**src/rtl/lcd_pattern_pkg.sv**
```systemverilog
`default_nettype none

package lcd_pattern_pkg;

    // frame geometry widths
    localparam int COORD_W = 10;
    localparam int ADDR_W  = 20;

    // 8:8:8 pixel word
    typedef struct packed {
        logic [7:0] r;
        logic [7:0] g;
        logic [7:0] b;
    } rgb_t;

    // ------------------------------------------------------------------------
    // palette
    // ------------------------------------------------------------------------
    localparam rgb_t RED     = 24'hFF0000;
    localparam rgb_t GREEN   = 24'h00FF00;
    localparam rgb_t BLUE    = 24'h0000FF;
    localparam rgb_t WHITE   = 24'hFFFFFF;
    localparam rgb_t BLACK   = 24'h000000;
    localparam rgb_t YELLOW  = 24'hFFFF00;
    localparam rgb_t MAGENTA = 24'hFF00FF;
    localparam rgb_t CYAN    = 24'h00FFFF;

    // background pattern opcodes
    typedef enum logic [1:0] {
        PAT_SOLID,
        PAT_HBARS,
        PAT_RAMP
    } pattern_op_t;

    typedef enum logic [2:0] {
        ST_IDLE,
        ST_WAIT_READY,
        ST_LOAD,
        ST_FILL,
        ST_DONE
    } fill_state_t;

    // ------------------------------------------------------------------------
    // bundles
    // ------------------------------------------------------------------------
    typedef struct packed {
        pattern_op_t        bg_op;
        rgb_t               bg_color;
        rgb_t               fg_color;
        logic [COORD_W-1:0] win_top;
        logic [COORD_W-1:0] win_bottom;
    } pattern_cfg_t;

    // what one phase paints
    typedef struct packed {
        pattern_op_t op;
        rgb_t        color;
    } fill_cmd_t;

    // inclusive row span of one phase
    typedef struct packed {
        logic [COORD_W-1:0] row_first;
        logic [COORD_W-1:0] row_last;
    } row_range_t;

    typedef struct packed {
        logic [ADDR_W-1:0] addr;
        rgb_t              data;
    } fb_wr_t;

endpackage

`default_nettype wire

```
**src/rtl/write_pacer.sv**
```systemverilog
`timescale 1ns/1ps
`default_nettype none

module write_pacer (
    input  logic       clk,
    input  logic       rst_n,
    input  logic [7:0] divide,
    output logic       tick
);

    // position inside the current pace period
    logic [7:0] cnt;
    // period limit, taken from divide at each wrap
    logic [7:0] limit;

    always_ff @(posedge clk or negedge rst_n)
    begin
        if (!rst_n)
        begin
            cnt   <= 8'd0;
            limit <= 8'd0;
        end
        else if (cnt == limit)
        begin
            // wrap, new divide applies from here
            cnt   <= 8'd0;
            limit <= divide;
        end
        else
        begin
            cnt <= cnt + 8'd1;
        end
    end

    // one pixel slot per divide+1 clocks
    assign tick = (cnt == 8'd0);

endmodule

`default_nettype wire

```
**src/rtl/fill_sequencer.sv**
```systemverilog
`timescale 1ns/1ps
`default_nettype none

module fill_sequencer #(
    parameter int V_DISP = 12
) (
    input  logic                         clk,
    input  logic                         rst_n,
    input  logic                         start,
    input  logic                         mem_ready,
    input  lcd_pattern_pkg::pattern_cfg_t cfg,
    input  logic                         last,
    output logic                         load,
    output lcd_pattern_pkg::row_range_t  range,
    output lcd_pattern_pkg::fill_cmd_t   cmd,
    output logic                         active,
    output logic                         busy,
    output logic                         done
);

    import lcd_pattern_pkg::*;

    // bottom row of the frame
    localparam logic [COORD_W-1:0] ROW_END = COORD_W'(V_DISP - 1);

    fill_state_t  state;
    fill_state_t  state_nxt;
    pattern_cfg_t cfg_q;
    // low for background, high for window
    logic         win_phase;
    logic         win_ok;
    logic         accept;

    assign accept = (state == ST_IDLE) && start;

    // window rows must be ordered and inside the frame
    assign win_ok = (cfg_q.win_top <= cfg_q.win_bottom) && (cfg_q.win_bottom <= ROW_END);

    // ------------------------------------------------------------------------
    // state register and phase flag
    // ------------------------------------------------------------------------
    always_ff @(posedge clk or negedge rst_n)
    begin
        if (!rst_n)
        begin
            state     <= ST_IDLE;
            win_phase <= 1'b0;
        end
        else
        begin
            state <= state_nxt;
            if (accept)
                win_phase <= 1'b0;
            else if (state == ST_FILL && last && !win_phase && win_ok)
                win_phase <= 1'b1;
        end
    end

    // config held for the whole run
    always_ff @(posedge clk)
    begin
        if (accept)
            cfg_q <= cfg;
    end

    always_comb
    begin
        state_nxt = state;
        case (state)
            ST_IDLE:
                if (start)
                    state_nxt = ST_WAIT_READY;
            ST_WAIT_READY:
                if (mem_ready)
                    state_nxt = ST_LOAD;
            ST_LOAD:
                state_nxt = ST_FILL;
            ST_FILL:
                if (last)
                    state_nxt = (!win_phase && win_ok) ? ST_WAIT_READY : ST_DONE;
            ST_DONE:
                state_nxt = ST_IDLE;
            default:
                state_nxt = ST_IDLE;
        endcase
    end

    // ------------------------------------------------------------------------
    // phase command and row span
    // ------------------------------------------------------------------------
    always_comb
    begin
        if (win_phase)
        begin
            range.row_first = cfg_q.win_top;
            range.row_last  = cfg_q.win_bottom;
            cmd.op          = PAT_SOLID;
            cmd.color       = cfg_q.fg_color;
        end
        else
        begin
            range.row_first = '0;
            range.row_last  = ROW_END;
            cmd.op          = cfg_q.bg_op;
            cmd.color       = cfg_q.bg_color;
        end
    end

    assign load   = (state == ST_LOAD);
    // stop stepping in the cycle the final write shows up
    assign active = (state == ST_FILL) && !last;
    assign busy   = (state != ST_IDLE) && (state != ST_DONE);
    assign done   = (state == ST_DONE);

endmodule

`default_nettype wire

```
**src/rtl/fb_addr_gen.sv**
```systemverilog
`timescale 1ns/1ps
`default_nettype none

module fb_addr_gen #(
    parameter int H_DISP = 16
) (
    input  logic                                clk,
    input  logic                                rst_n,
    input  logic                                load,
    input  lcd_pattern_pkg::row_range_t         range,
    input  logic                                tick,
    input  logic                                active,
    output logic [lcd_pattern_pkg::COORD_W-1:0] x,
    output logic [lcd_pattern_pkg::COORD_W-1:0] y,
    output logic                                wr_en,
    output logic [lcd_pattern_pkg::ADDR_W-1:0]  addr,
    output logic                                last
);

    import lcd_pattern_pkg::*;

    // rightmost column
    localparam logic [COORD_W-1:0] X_LAST = COORD_W'(H_DISP - 1);

    logic [ADDR_W-1:0]  addr_cnt;
    logic [COORD_W-1:0] row_last_q;
    logic               step;

    assign step = tick && active;

    // ------------------------------------------------------------------------
    // raster position and linear address
    // ------------------------------------------------------------------------
    always_ff @(posedge clk or negedge rst_n)
    begin
        if (!rst_n)
        begin
            x          <= '0;
            y          <= '0;
            addr_cnt   <= '0;
            row_last_q <= '0;
        end
        else if (load)
        begin
            x          <= '0;
            y          <= range.row_first;
            addr_cnt   <= ADDR_W'(range.row_first) * ADDR_W'(H_DISP);
            row_last_q <= range.row_last;
        end
        else if (step)
        begin
            addr_cnt <= addr_cnt + ADDR_W'(1);
            // end of line wraps into next row
            if (x == X_LAST)
            begin
                x <= '0;
                y <= y + COORD_W'(1);
            end
            else
            begin
                x <= x + COORD_W'(1);
            end
        end
    end

    // write strobe and end marker one cycle after the tick
    always_ff @(posedge clk or negedge rst_n)
    begin
        if (!rst_n)
        begin
            wr_en <= 1'b0;
            last  <= 1'b0;
        end
        else
        begin
            wr_en <= step;
            last  <= step && (x == X_LAST) && (y == row_last_q);
        end
    end

    always_ff @(posedge clk)
    begin
        if (step)
            addr <= addr_cnt;
    end

endmodule

`default_nettype wire

```
**src/rtl/pixel_source.sv**
```systemverilog
`timescale 1ns/1ps
`default_nettype none

module pixel_source #(
    parameter int H_DISP = 16,
    parameter int V_DISP = 12
) (
    input  logic                                clk,
    input  logic                                rst_n,
    input  logic                                tick,
    input  logic                                active,
    input  lcd_pattern_pkg::fill_cmd_t          cmd,
    input  logic [lcd_pattern_pkg::COORD_W-1:0] x,
    input  logic [lcd_pattern_pkg::COORD_W-1:0] y,
    output lcd_pattern_pkg::rgb_t               data
);

    import lcd_pattern_pkg::*;

    rgb_t       color;
    rgb_t       bar;
    logic [7:0] ramp;
    logic       in_frame;

    // positions past the frame edge paint black
    assign in_frame = (x < COORD_W'(H_DISP)) && (y < COORD_W'(V_DISP));

    // gray level of x times 16
    assign ramp = {x[3:0], 4'h0};

    // eight bands repeating every eight rows
    always_comb
    begin
        case (y[2:0])
            3'd0:    bar = RED;
            3'd1:    bar = GREEN;
            3'd2:    bar = BLUE;
            3'd3:    bar = WHITE;
            3'd4:    bar = BLACK;
            3'd5:    bar = YELLOW;
            3'd6:    bar = MAGENTA;
            default: bar = CYAN;
        endcase
    end

    always_comb
    begin
        color = BLACK;
        if (in_frame)
        begin
            case (cmd.op)
                PAT_SOLID: color = cmd.color;
                PAT_HBARS: color = bar;
                PAT_RAMP:  color = '{r: ramp, g: ramp, b: ramp};
                default:   color = BLACK;
            endcase
        end
    end

    // same tick as the address register so data lines up with wr_en
    always_ff @(posedge clk or negedge rst_n)
    begin
        if (!rst_n)
            data <= BLACK;
        else if (tick && active)
            data <= color;
    end

endmodule

`default_nettype wire

```
**src/rtl/lcd_pattern_top.sv**
```systemverilog
`timescale 1ns/1ps
`default_nettype none

module lcd_pattern_top #(
    parameter int H_DISP = 16,
    parameter int V_DISP = 12
) (
    input  logic                          clk,
    input  logic                          rst_n,
    input  logic                          start,
    input  logic                          mem_ready,
    input  lcd_pattern_pkg::pattern_cfg_t cfg,
    input  logic [7:0]                    divide,
    output logic                          wr_en,
    output lcd_pattern_pkg::fb_wr_t       wr,
    output logic                          busy,
    output logic                          done
);

    import lcd_pattern_pkg::*;

    // ------------------------------------------------------------------------
    // internal nets
    // ------------------------------------------------------------------------
    logic               tick;
    logic               load;
    logic               active;
    logic               last;
    row_range_t         range;
    fill_cmd_t          cmd;
    logic [COORD_W-1:0] pos_x;
    logic [COORD_W-1:0] pos_y;
    logic [ADDR_W-1:0]  fb_addr;
    rgb_t               fb_data;

    // pixel pace
    write_pacer u_pacer (
        .clk    (clk),
        .rst_n  (rst_n),
        .divide (divide),
        .tick   (tick)
    );

    fill_sequencer #(
        .V_DISP (V_DISP)
    ) u_seq (
        .clk       (clk),
        .rst_n     (rst_n),
        .start     (start),
        .mem_ready (mem_ready),
        .cfg       (cfg),
        .last      (last),
        .load      (load),
        .range     (range),
        .cmd       (cmd),
        .active    (active),
        .busy      (busy),
        .done      (done)
    );

    fb_addr_gen #(
        .H_DISP (H_DISP)
    ) u_addr (
        .clk    (clk),
        .rst_n  (rst_n),
        .load   (load),
        .range  (range),
        .tick   (tick),
        .active (active),
        .x      (pos_x),
        .y      (pos_y),
        .wr_en  (wr_en),
        .addr   (fb_addr),
        .last   (last)
    );

    pixel_source #(
        .H_DISP (H_DISP),
        .V_DISP (V_DISP)
    ) u_pix (
        .clk    (clk),
        .rst_n  (rst_n),
        .tick   (tick),
        .active (active),
        .cmd    (cmd),
        .x      (pos_x),
        .y      (pos_y),
        .data   (fb_data)
    );

    // write bundle to the frame buffer
    assign wr.addr = fb_addr;
    assign wr.data = fb_data;

endmodule

`default_nettype wire

```
**config.mk**
```make
export PLATFORM = sky130hd
export DESIGN_NAME = lcd_pattern_top
export DESIGN_NICKNAME = d
export VERILOG_FILES = /design/src/rtl/lcd_pattern_pkg.sv /design/src/rtl/write_pacer.sv /design/src/rtl/fill_sequencer.sv /design/src/rtl/fb_addr_gen.sv /design/src/rtl/pixel_source.sv /design/src/rtl/lcd_pattern_top.sv
export SDC_FILE = /design/constraint.sdc
export NUM_CORES = 1
export LEC_CHECK = 0
export BUFFER_PORTS_ARGS = -buffer_cell sky130_fd_sc_hd__buf_2
export CORE_UTILIZATION = 57
export CTS_CLUSTER_DIAMETER = 150
export DETAILED_ROUTE_END_ITERATION = 10
export GPL_ROUTABILITY_DRIVEN = 0
export HOLD_SLACK_MARGIN = 0.15
export PLACE_DENSITY = 0.8
export SYNTH_ARGS = -nofsm -noshare
export SYNTH_HDL_FRONTEND = slang
export SYNTH_HIERARCHICAL = 1
export SYNTH_SLANG_ARGS = --single-unit
```
**constraint.sdc**
```tcl
create_clock -name clk -period 7.8 [get_ports clk]
set_input_delay 0.39 -clock clk [delete_from_list [all_inputs] [get_ports clk]]
set_output_delay 0.39 -clock clk [all_outputs]
set_load 0.03 [all_outputs]
```
# Word level (Yosys, flattened, before mapping)
# Index checks and enable logic that the tools add are counted.
totals:
  romBits: 0
  latchBits: 0
  elab_cells: 95
  ram_bits: 0
  in_bits: 82
  reg_bits: 186
  n_memories: 0
  out_inout_bits: 47
op_classes:
  bitwise: 0
  n_mux: 21
  n_lt_le_gt_ge: 4
  div: 0
  eq_ne: 19
  shifts: 0
  n_reduce_logical: 24
  addsub: 4
  n_mul: 0
ops:
  columns: ["operator", "count"]
  rows:
  - ["$pmux 24 s7", 1]
  - ["$pmux 24 s3", 1]
  - ["$mux 10", 6]
  - ["$mux 20", 3]
  - ["$mux 26", 1]
  - ["$mux 24", 1]
  - ["$add 10x1->10 const B", 2]
  - ["$add 20x1->20 const B", 1]
  - ["$eq 3x2->1 const B", 4]
  - ["$eq 3x3->1 const B", 4]
  - ["$logic_and 1x1->1", 12]
  - ["$mux 3", 4]
  - ["$pmux 3 s4", 1]
  - ["$eq 10x10->1", 1]
  - ["$eq 10x4->1 const B", 1]
  - ["$le 10x10->1", 1]
  - ["$le 10x4->1 const B", 1]
  - ["$lt 10x4->1 const B", 1]
  - ["$lt 10x5->1 const B", 1]
  - ["$add 8x1->8 const B", 1]
  - ["$eq 8x8->1", 1]
  - ["$logic_not 8->1", 1]
  - ["$mux 8", 1]
  - ["$eq 3x1->1 const B", 2]
  - ["other kinds (13)", 19]

# Depth between registers and ports, before layout
# Gate-level depths: netlist of run 1.
logic_depth:
  depth_word: 6
  ltp_mapped: 9

# Modules after synthesis
# Netlist of run 1, hierarchy kept.
by_module_without_submodules:
  columns: ["module", "cells_each", "instances", "area_per_inst_um2"]
  rows:
  - ["fb_addr_gen", 283, 1, 3405.8]
  - ["fill_sequencer", 188, 1, 3041.7]
  - ["pixel_source", 135, 1, 1416.4]
  - ["write_pacer", 62, 1, 775.7]

# Worst setup path after synthesis of run 1
# OpenSTA, ideal clock, no wires.
synth_timing:
  kind: "register to register"
  from: "register u_seq.state[0]"
  to: "register u_seq/cfg_q[0] (netlist bit) (enable)"
  arrival_ns: 6.039
  path_slack_ns: 1.160
  path_stages_with_launch: 3
  path_buffers: 0
  t_required_ns: 7.199
  period_less_slack_ns: 6.640
  setup_ns: 0.601
  path_cell_list: "dfrtp_1 -> or2_2 -> nor3b_1"
synth_via:
  elab_chain_cells: 2
synth_lines:
  columns: ["element", "line_no", "text"]
  rows:
  - ["start: declaration", "fill_sequencer.sv:26", "fill_state_t state;"]
  - ["start signal: assignment", "fill_sequencer.sv:51", "state <= state_nxt;"]
  - ["$logic_not 3->1", "fill_sequencer.sv:34", "assign accept = (state == ST_IDLE) && start;"]
  - ["$logic_and 1x1->1", "fill_sequencer.sv:34", null]
  - ["net u_seq.accept", "fill_sequencer.sv:32", "logic accept;"]
  - ["end signal: assignment", "fill_sequencer.sv:63", "cfg_q <= cfg;"]
  - ["end: declaration", "fill_sequencer.sv:28", "pattern_cfg_t cfg_q;"]
# The timed path passes the listed nets, and every way through them passes these cells.
# A chain may end at the register's enable or synchronous reset.

# Final worst setup path of run 1
layout_timing:
  from: "register u_pacer.cnt[0]"
  to: "register u_pix/data[13] (netlist bit)"
layout_via:
  elab_chain_cells: 2
layout_lines:
  columns: ["element", "line_no", "text"]
  rows:
  - ["start: declaration", "write_pacer.sv:12", "logic [7:0] cnt;"]
  - ["start signal: assignment", "write_pacer.sv:31", "cnt <= cnt + 8'd1;"]
  - ["$logic_not 8->1", "write_pacer.sv:36", "assign tick = (cnt == 8'd0);"]
  - ["net tick", "lcd_pattern_top.sv:25", "logic tick;"]
  - ["$logic_and 1x1->1", "pixel_source.sv:65", "else if (tick && active)"]
  - ["end signal: assignment", "pixel_source.sv:66", "data <= color;"]
  - ["end: declaration", "pixel_source.sv:15", "output lcd_pattern_pkg::rgb_t data"]
# The timed path passes the listed nets, and every way through them passes these cells.

==> metrics.txt, run 1 <==
sequential fraction of the synthesis area roughly three fifths; CP max stage cell nor4_1; unrepaired setup endpoints after global routing false; Async S/R FF share, synth 51.6%; Via density 6.02; Longest Clk Path Bufs 2; initial antenna violation count 0; status complete, no violations; I/O Buffers 128; Worst-Skew Late Latency roughly 0.44 ns; Ports between 100 and 150; dpl cell area 9430 sq um; area grow syn2layout 23.5%; CTS tree built; Worst-path clk slew ~0.070 ns; warnings from Yosys 6; Max stage delay on crit path slightly below 0.9 ns; syn nets around 770; fmax between 200 and 250 MHz; Final Max Slew Viols 0; Worst path top cell family by delay simple AND/OR/NAND/NOR gates; Syn Area/Cell 12.9 sq um; wire length per cell a little under 20 microns; Critical Path AT 4.42 ns; CP Class reg2reg; ant diodes 0; num rows 44; slew margin rel. 22.2%; top-area cell type share of the netlist area 31.3%; Fin Clk Skew around 0.013 ns; largest net degree at the start of global routing ~70; leak pwr approximately 4.4 nW; Yosys cell types between 60 and 70; crit path time final approximately 4.1 ns; hpwl dp approximately 12000 microns; Initial Util between 50% and 60%; Gates resized, CTS repair 0; max_cap viols 0; total power approximately 0.0031 W; Root Buffer Master clkbuf_16; Buf+Inv Stages, Crit Path 1; EDFF count, synth 90; TNS Setup 0 ns; Synth area leaders edfxtp_1, dfrtp_1, mux2_2; clock sinks between 150 and 200; required time of the worst setup path approximately 8 ns; hold buffer count at CTS 71; Multi-input gate area 3320 sq um; register area between 5000 and 6000 sq um; Die ar. roughly 16000 sq um; area of the mapped netlist roughly 8600 sq um; Synth area leader edfxtp_1; crit-path max FO 25; final setup vio count 0; crit end category flop; DRT iter0 DRCs around 640; Startpoint Class flop; Cell Chain, Critical Path inv_1 -> ha_1 -> or4b_1 -> nor4_1 -> nand2_1 -> a211o_4 -> o41ai_1; fin area approximately 11000 sq um; Final #Nets 959; antenna viol nets, final 0; final worst path period share a little over half; vias in the first global route between 6k and 7k; Slew @ Worst Pin between 1 and 1.5 ns; routed vias between 6k and 7k; # Post-CTS Setup Buffers 0; H-Tree Depth 4; layout filler cell count 915; HP Class in2reg; clock buffer count from CTS 17; Final Hold Viols 0; Syn Inst Count ~670; core area between 10000 and 15000 sq um; chip width approximately 130 microns; Post-synth top flop dfrtp_1; synthesized flop and latch total approximately 190; Pwr Density 289 nW/um^2; WL final about 20000 microns; VDD IR max a little under 0.0002 V; layout cells sized above 1 between 20 and 30%; Residual DRC 0; Initial DRT Pass Iterations 7; first-pass GRT wire length ~33000 microns; gr usage total 27.6%; final core occ between 70 and 80%; height of the die approximately 130 microns; gr ovfl total 0
[power by group]
part | switching, W | internal, W | total, W
logic | 0.000481 | 0.000397 | 0.000878
clock network | 0.000376 | 0.000409 | 0.000785
registers | 0.000213 | 0.00121 | 0.00143
[worst register-to-register path: stages (launching register included)]
cell     delay (ns)
dfrtp_1        0.43
inv_1          0.09
ha_1           0.13
or4b_1         0.44
nor4_1         0.89
nand2_1        0.86
a211o_4        0.72
o41ai_1        0.44
[layout by cell type (no fill, tap or decap), types with 15 or more instances in the layout]
cell type | netlist | routed
dlygate4sd3_1 | 0 | 71
clkbuf_16 | 0 | 17
xor2_1 | 15 | 15
mux2_2 | 52 | 52
nor2_1 | 31 | 30
ha_1 | 15 | 15
nand2_1 | 46 | 46
a21oi_1 | 19 | 19
edfxtp_1 | 90 | 90
nand3_1 | 21 | 21
o31ai_1 | 17 | 17
inv_1 | 21 | 21
buf_2 | 6 | 127
dfrtp_1 | 96 | 96
xnor2_1 | 30 | 30
nand4_1 | 17 | 17
[area by class of cell]
| class | count | share of cell area, % |
|---|---|---|
| well taps | 184 | 2.16 |
| clock inverters | 13 | 0.891 |
| clock buffers | 19 | 4.06 |
| flip-flops and latches | 186 | 47.8 |
| multi-input cells | 430 | 31.2 |
| repair buffers | 205 | 13.1 |
| inverters | 22 | 0.774 |
[worst paths after layout]
kind | from | end | slack [ns] | cells past startpoint
max | u_pacer/cnt[0]$_DFF_PN0_ | u_pix/data[13]$_DFFE_PN0P_ | 3.68 | 7
max in group asynchronous | rst_n | u_pix/data[5]$_DFFE_PN0P_ | 6.17 | 3
min | divide[2] | u_pacer/limit[2]$_DFFE_PN0N_ | 0.19 | 2
max reg2reg | u_pacer/cnt[0]$_DFF_PN0_ | u_pix/data[13]$_DFFE_PN0P_ | 3.68 | 7
min in group asynchronous | rst_n | u_pacer/cnt[3]$_DFF_PN0_ | 0.48 | 2
min reg2reg | u_addr/addr_cnt[19]$_DFFE_PN0P_ | u_addr/addr[19]$_DFFE_PP_ | 0.48 | 0
[logic make-up after synthesis]
| logic type | share of synthesized area (%) |
|---|---|
| fa+ha+maj | 2.17 |
| compound gates | 9.02 |
| flops | 59.1 |
| mux | 8.75 |
| xor+xnor | 4.82 |
| buf+inv | 2.58 |
| simple gates | 13.6 |
[registers in the layout, indices dropped and copies added, names as in the netlist]
| name | count |
|---|---|
| u_seq/cfg_q | 70 |
| u_pix/data | 24 |
| u_addr/addr | 20 |
| u_addr/wr_en | 1 |
| u_addr/x | 10 |
| u_pacer/limit | 8 |
| u_addr/row_last_q | 10 |
| u_pacer/cnt | 8 |
| u_seq/state | 3 |
| u_addr/addr_cnt | 20 |
| u_seq/win_phase | 1 |
| u_addr/y | 10 |
| u_addr/last | 1 |
[per-layer routing]
| layer | global-route usage, % | vias to the layer above | part of all wire, % |
|---|---|---|---|
| li1 | - | 2871 | - |
| met2 | 46.4 | 347 | 50 |
| met1 | 34.9 | 3110 | 40 |
| met5 | 0 | - | 0 |
| met4 | 11.1 | 0 | 2.6 |
| met3 | 6.12 | 52 | 7.2 |
[through the flow]
stage,setup slack (ns),std cells,hold slack (ns)
6_report,3.68,1059,0.188
5_1_grt,3.28,1059,0.182
4_1_cts,3.75,1059,0.167
3_5_place_dp,3.80,956,0.405
3_3_place_gp,4.04,956,0.393
2_1_floorplan,1.16,668,0.0944
[cells in the mapped netlist (4+ instances only)]
library cell   n
a21oi_1       19
a22oi_1        5
a2bb2oi_1     12
and2_1        12
and3_1         7
and4_1         5
buf_1          5
buf_2          6
clkbuf_1      15
dfrtp_1       96
edfxtp_1      90
ha_1          15
inv_1         21
mux2_2        52
mux2i_1       14
nand2_1       46
nand2b_1       7
nand3_1       21
nand4_1       17
nor2_1        31
nor2b_1        5
nor3_1        14
nor3b_1        4
nor4_1         8
o21a_1         4
o21ai_0        5
o31a_1         6
o31ai_1       17
o41ai_1        4
o41ai_2        8
or3_1          5
or4_1          4
xnor2_1       30
xor2_1        15
Power figures use the tool's default switching activity.
==> run 2: changes to the inputs <==
==> constraint.sdc (replaced) <==
create_clock -name clk -period 4.2 [get_ports clk]
set_input_delay 0.21 -clock clk [delete_from_list [all_inputs] [get_ports clk]]
set_output_delay 0.21 -clock clk [all_outputs]
set_load 0.03 [all_outputs]
==> metrics.txt, run 2 (same netlist as run 1, synthesis figures left out) <==
WL final 20700 microns (was 20600 microns); Die ar. 15700 sq um (unchanged); Final Hold Viols 0 (unchanged); height of the die 125 microns (unchanged); required time of the worst setup path 4.48 ns (was 8.11 ns); clock sinks 186 (unchanged); num rows 44 (unchanged); gr usage total 28.1% (was 27.6%); layout filler cell count 909 (was 915); commonest non-fill, non-tap cells in the layout buf_2, dfrtp_1, edfxtp_1 (unchanged); CP Class reg2reg (unchanged); fmax 339 MHz (was 243 MHz); max_cap viols 0 (unchanged); clock buffer count from CTS 17 (unchanged); gr ovfl total 0 (unchanged); leak pwr 4.47 nW (was 4.38 nW); Via density 6.00 (was 6.02); vias in the first global route 6620 (was 6553); dpl cell area 9460 sq um (was 9430 sq um); Fin Clk Skew 0.00678 ns (was 0.0126 ns); ant diodes 0 (unchanged); Worst-Skew Late Latency 0.43 ns (was 0.44 ns); I/O Buffers 128 (unchanged); chip width 125 microns (unchanged); hpwl dp 12500 microns (was 12100 microns); final worst path period share 70.1% (was 52.8%); final setup vio count 0 (unchanged); unrepaired setup endpoints after global routing false (unchanged); Largest Register u_seq/cfg_q (unchanged); largest net degree at the start of global routing 72 (unchanged); Initial DRT Pass Iterations 10 (was 7); Slew @ Worst Pin 1.07 ns (was 1.16 ns); Longest Clk Path Bufs 2 (unchanged); crit-path max FO 25 (unchanged); crit end category flop (unchanged); hold buffer count at CTS 80 (was 71); area grow syn2layout 25.5% (was 23.5%); status finished, violations left (was complete, no violations); crit path time final 2.95 ns (was 4.12 ns); CTS tree built (unchanged); H-Tree Depth 4 (unchanged); routed vias 6423 (was 6380); Ports 129 (unchanged); # Post-CTS Setup Buffers 0 (unchanged); HP Class in2reg (unchanged); failing checks DRC; layout cells sized above 1 28.0% (was 28.2%); Startpoint Class flop (unchanged); fin area 10800 sq um (was 10700 sq um); Final #Nets 971 (was 959); DRT iter0 DRCs 667 (was 643); Regs by FF count u_seq/cfg_q x70, u_pix/data x24 (unchanged); TNS Setup 0 ns (unchanged); slew margin rel. 28.3% (was 22.2%); Gates resized, CTS repair 0 (unchanged); core area 14600 sq um (unchanged); first-pass GRT wire length 34200 microns (was 33400 microns); Worst-path clk slew 0.07 ns (about the same); Pwr Density 543 nW/um^2 (was 289 nW/um^2); Initial Util 59.0% (unchanged); antenna viol nets, final 0 (unchanged); initial antenna violation count 0 (unchanged); Final Max Slew Viols 0 (unchanged); Root Buffer Master clkbuf_16 (unchanged); leading cell type in the layout, fill and taps excluded buf_2 (unchanged); Residual DRC 12 (was 0); max FFs per register 70 (unchanged); Critical Path AT 3.23 ns (was 4.42 ns); VDD IR max 0.000320 V (was 0.000193 V); wire length per cell 19.3 microns (was 19.4 microns)
==> run 2: changes by cell type in the layout (fill, tap and decap cells not counted), moves of 2 or more <==
cell | before | now
clkinv_4 | 4 | 1
dlygate4sd3_1 | 71 | 80
bufinv_16 | 0 | 2
buf_4 | 7 | 10
==> run 2: cell type report <==
| type | count | area (sq um) | share of cell area (%) |
|---|---|---|---|
| timing repair buffer | 217 | 1510 | 13.9 |
| inverter | 22 | 82.6 | 0.761 |
| multi-input combinational | 430 | 3330 | 30.7 |
| sequential | 186 | 5100 | 47.1 |
| tap | 184 | 230 | 2.12 |
| clock buffer | 22 | 475 | 4.38 |
| clock inverter | 10 | 111 | 1.03 |
==> run 2: final timing paths <==
check | from | endpoint | slack (ns) | depth (start not counted)
max in group asynchronous | rst_n | u_addr/x[4]$_DFFE_PN0P_ | 2.86 | 3
min reg2reg | u_addr/addr_cnt[19]$_DFFE_PN0P_ | u_addr/addr[19]$_DFFE_PP_ | 0.48 | 0
max | u_pacer/cnt[0]$_DFF_PN0_ | u_pix/data[12]$_DFFE_PN0P_ | 1.25 | 9
min | start | u_seq/state[0]$_DFFE_PN0P_ | 0.20 | 3
max reg2reg | u_pacer/cnt[0]$_DFF_PN0_ | u_pix/data[12]$_DFFE_PN0P_ | 1.25 | 9
min in group asynchronous | rst_n | u_pacer/limit[3]$_DFFE_PN0N_ | 0.46 | 2
==> run 2: metrics by stage <==
stage / hold WS (ns) / power [W] / cells / util [%] / worst slack (ns)
floorplan: -0.0856 / 0.00373 / 668 / - / 0.0833
global placement: 0.367 / 0.00413 / 959 / 64.6 / 1.47
detailed placement: 0.388 / 0.00419 / 959 / 64.6 / 1.38
CTS: 0.181 / 0.00585 / 1071 / 74.1 / 1.38
global route: 0.207 / 0.00616 / 1071 / 74.1 / 1.05
finish: 0.197 / 0.00589 / 1071 / 74.1 / 1.25
==> run 2: power by group <==
part / internal (W) / leakage, nW / switching [W] / total, W
clock: 0.000927 / 0.285 / 0.000674 / 0.00160
sequential: 0.00225 / 2.03 / 0.000410 / 0.00266
combinational: 0.000751 / 2.15 / 0.000877 / 0.00163
total: 0.00393 / 4.47 / 0.00196 / 0.00589
==> run 2: per-layer routing <==
metal	up-vias	track usage [%]	share of wire [%]
met3	57	5.65	6.4
li1	2894	-	-
met2	315	47.3	51
met4	0	11.0	2.8
met1	3157	35.9	40
met5	-	0	0
==> run 2: worst max-delay path: stages, from the launching register on <==
cell	delay [ns]
dfrtp_1	0.43
inv_1	0.08
ha_1	0.13
or4b_1	0.43
nor4_1	0.21
buf_4	0.20
nand2_1	0.07
buf_4	0.27
a211o_4	0.49
o41ai_1	0.48
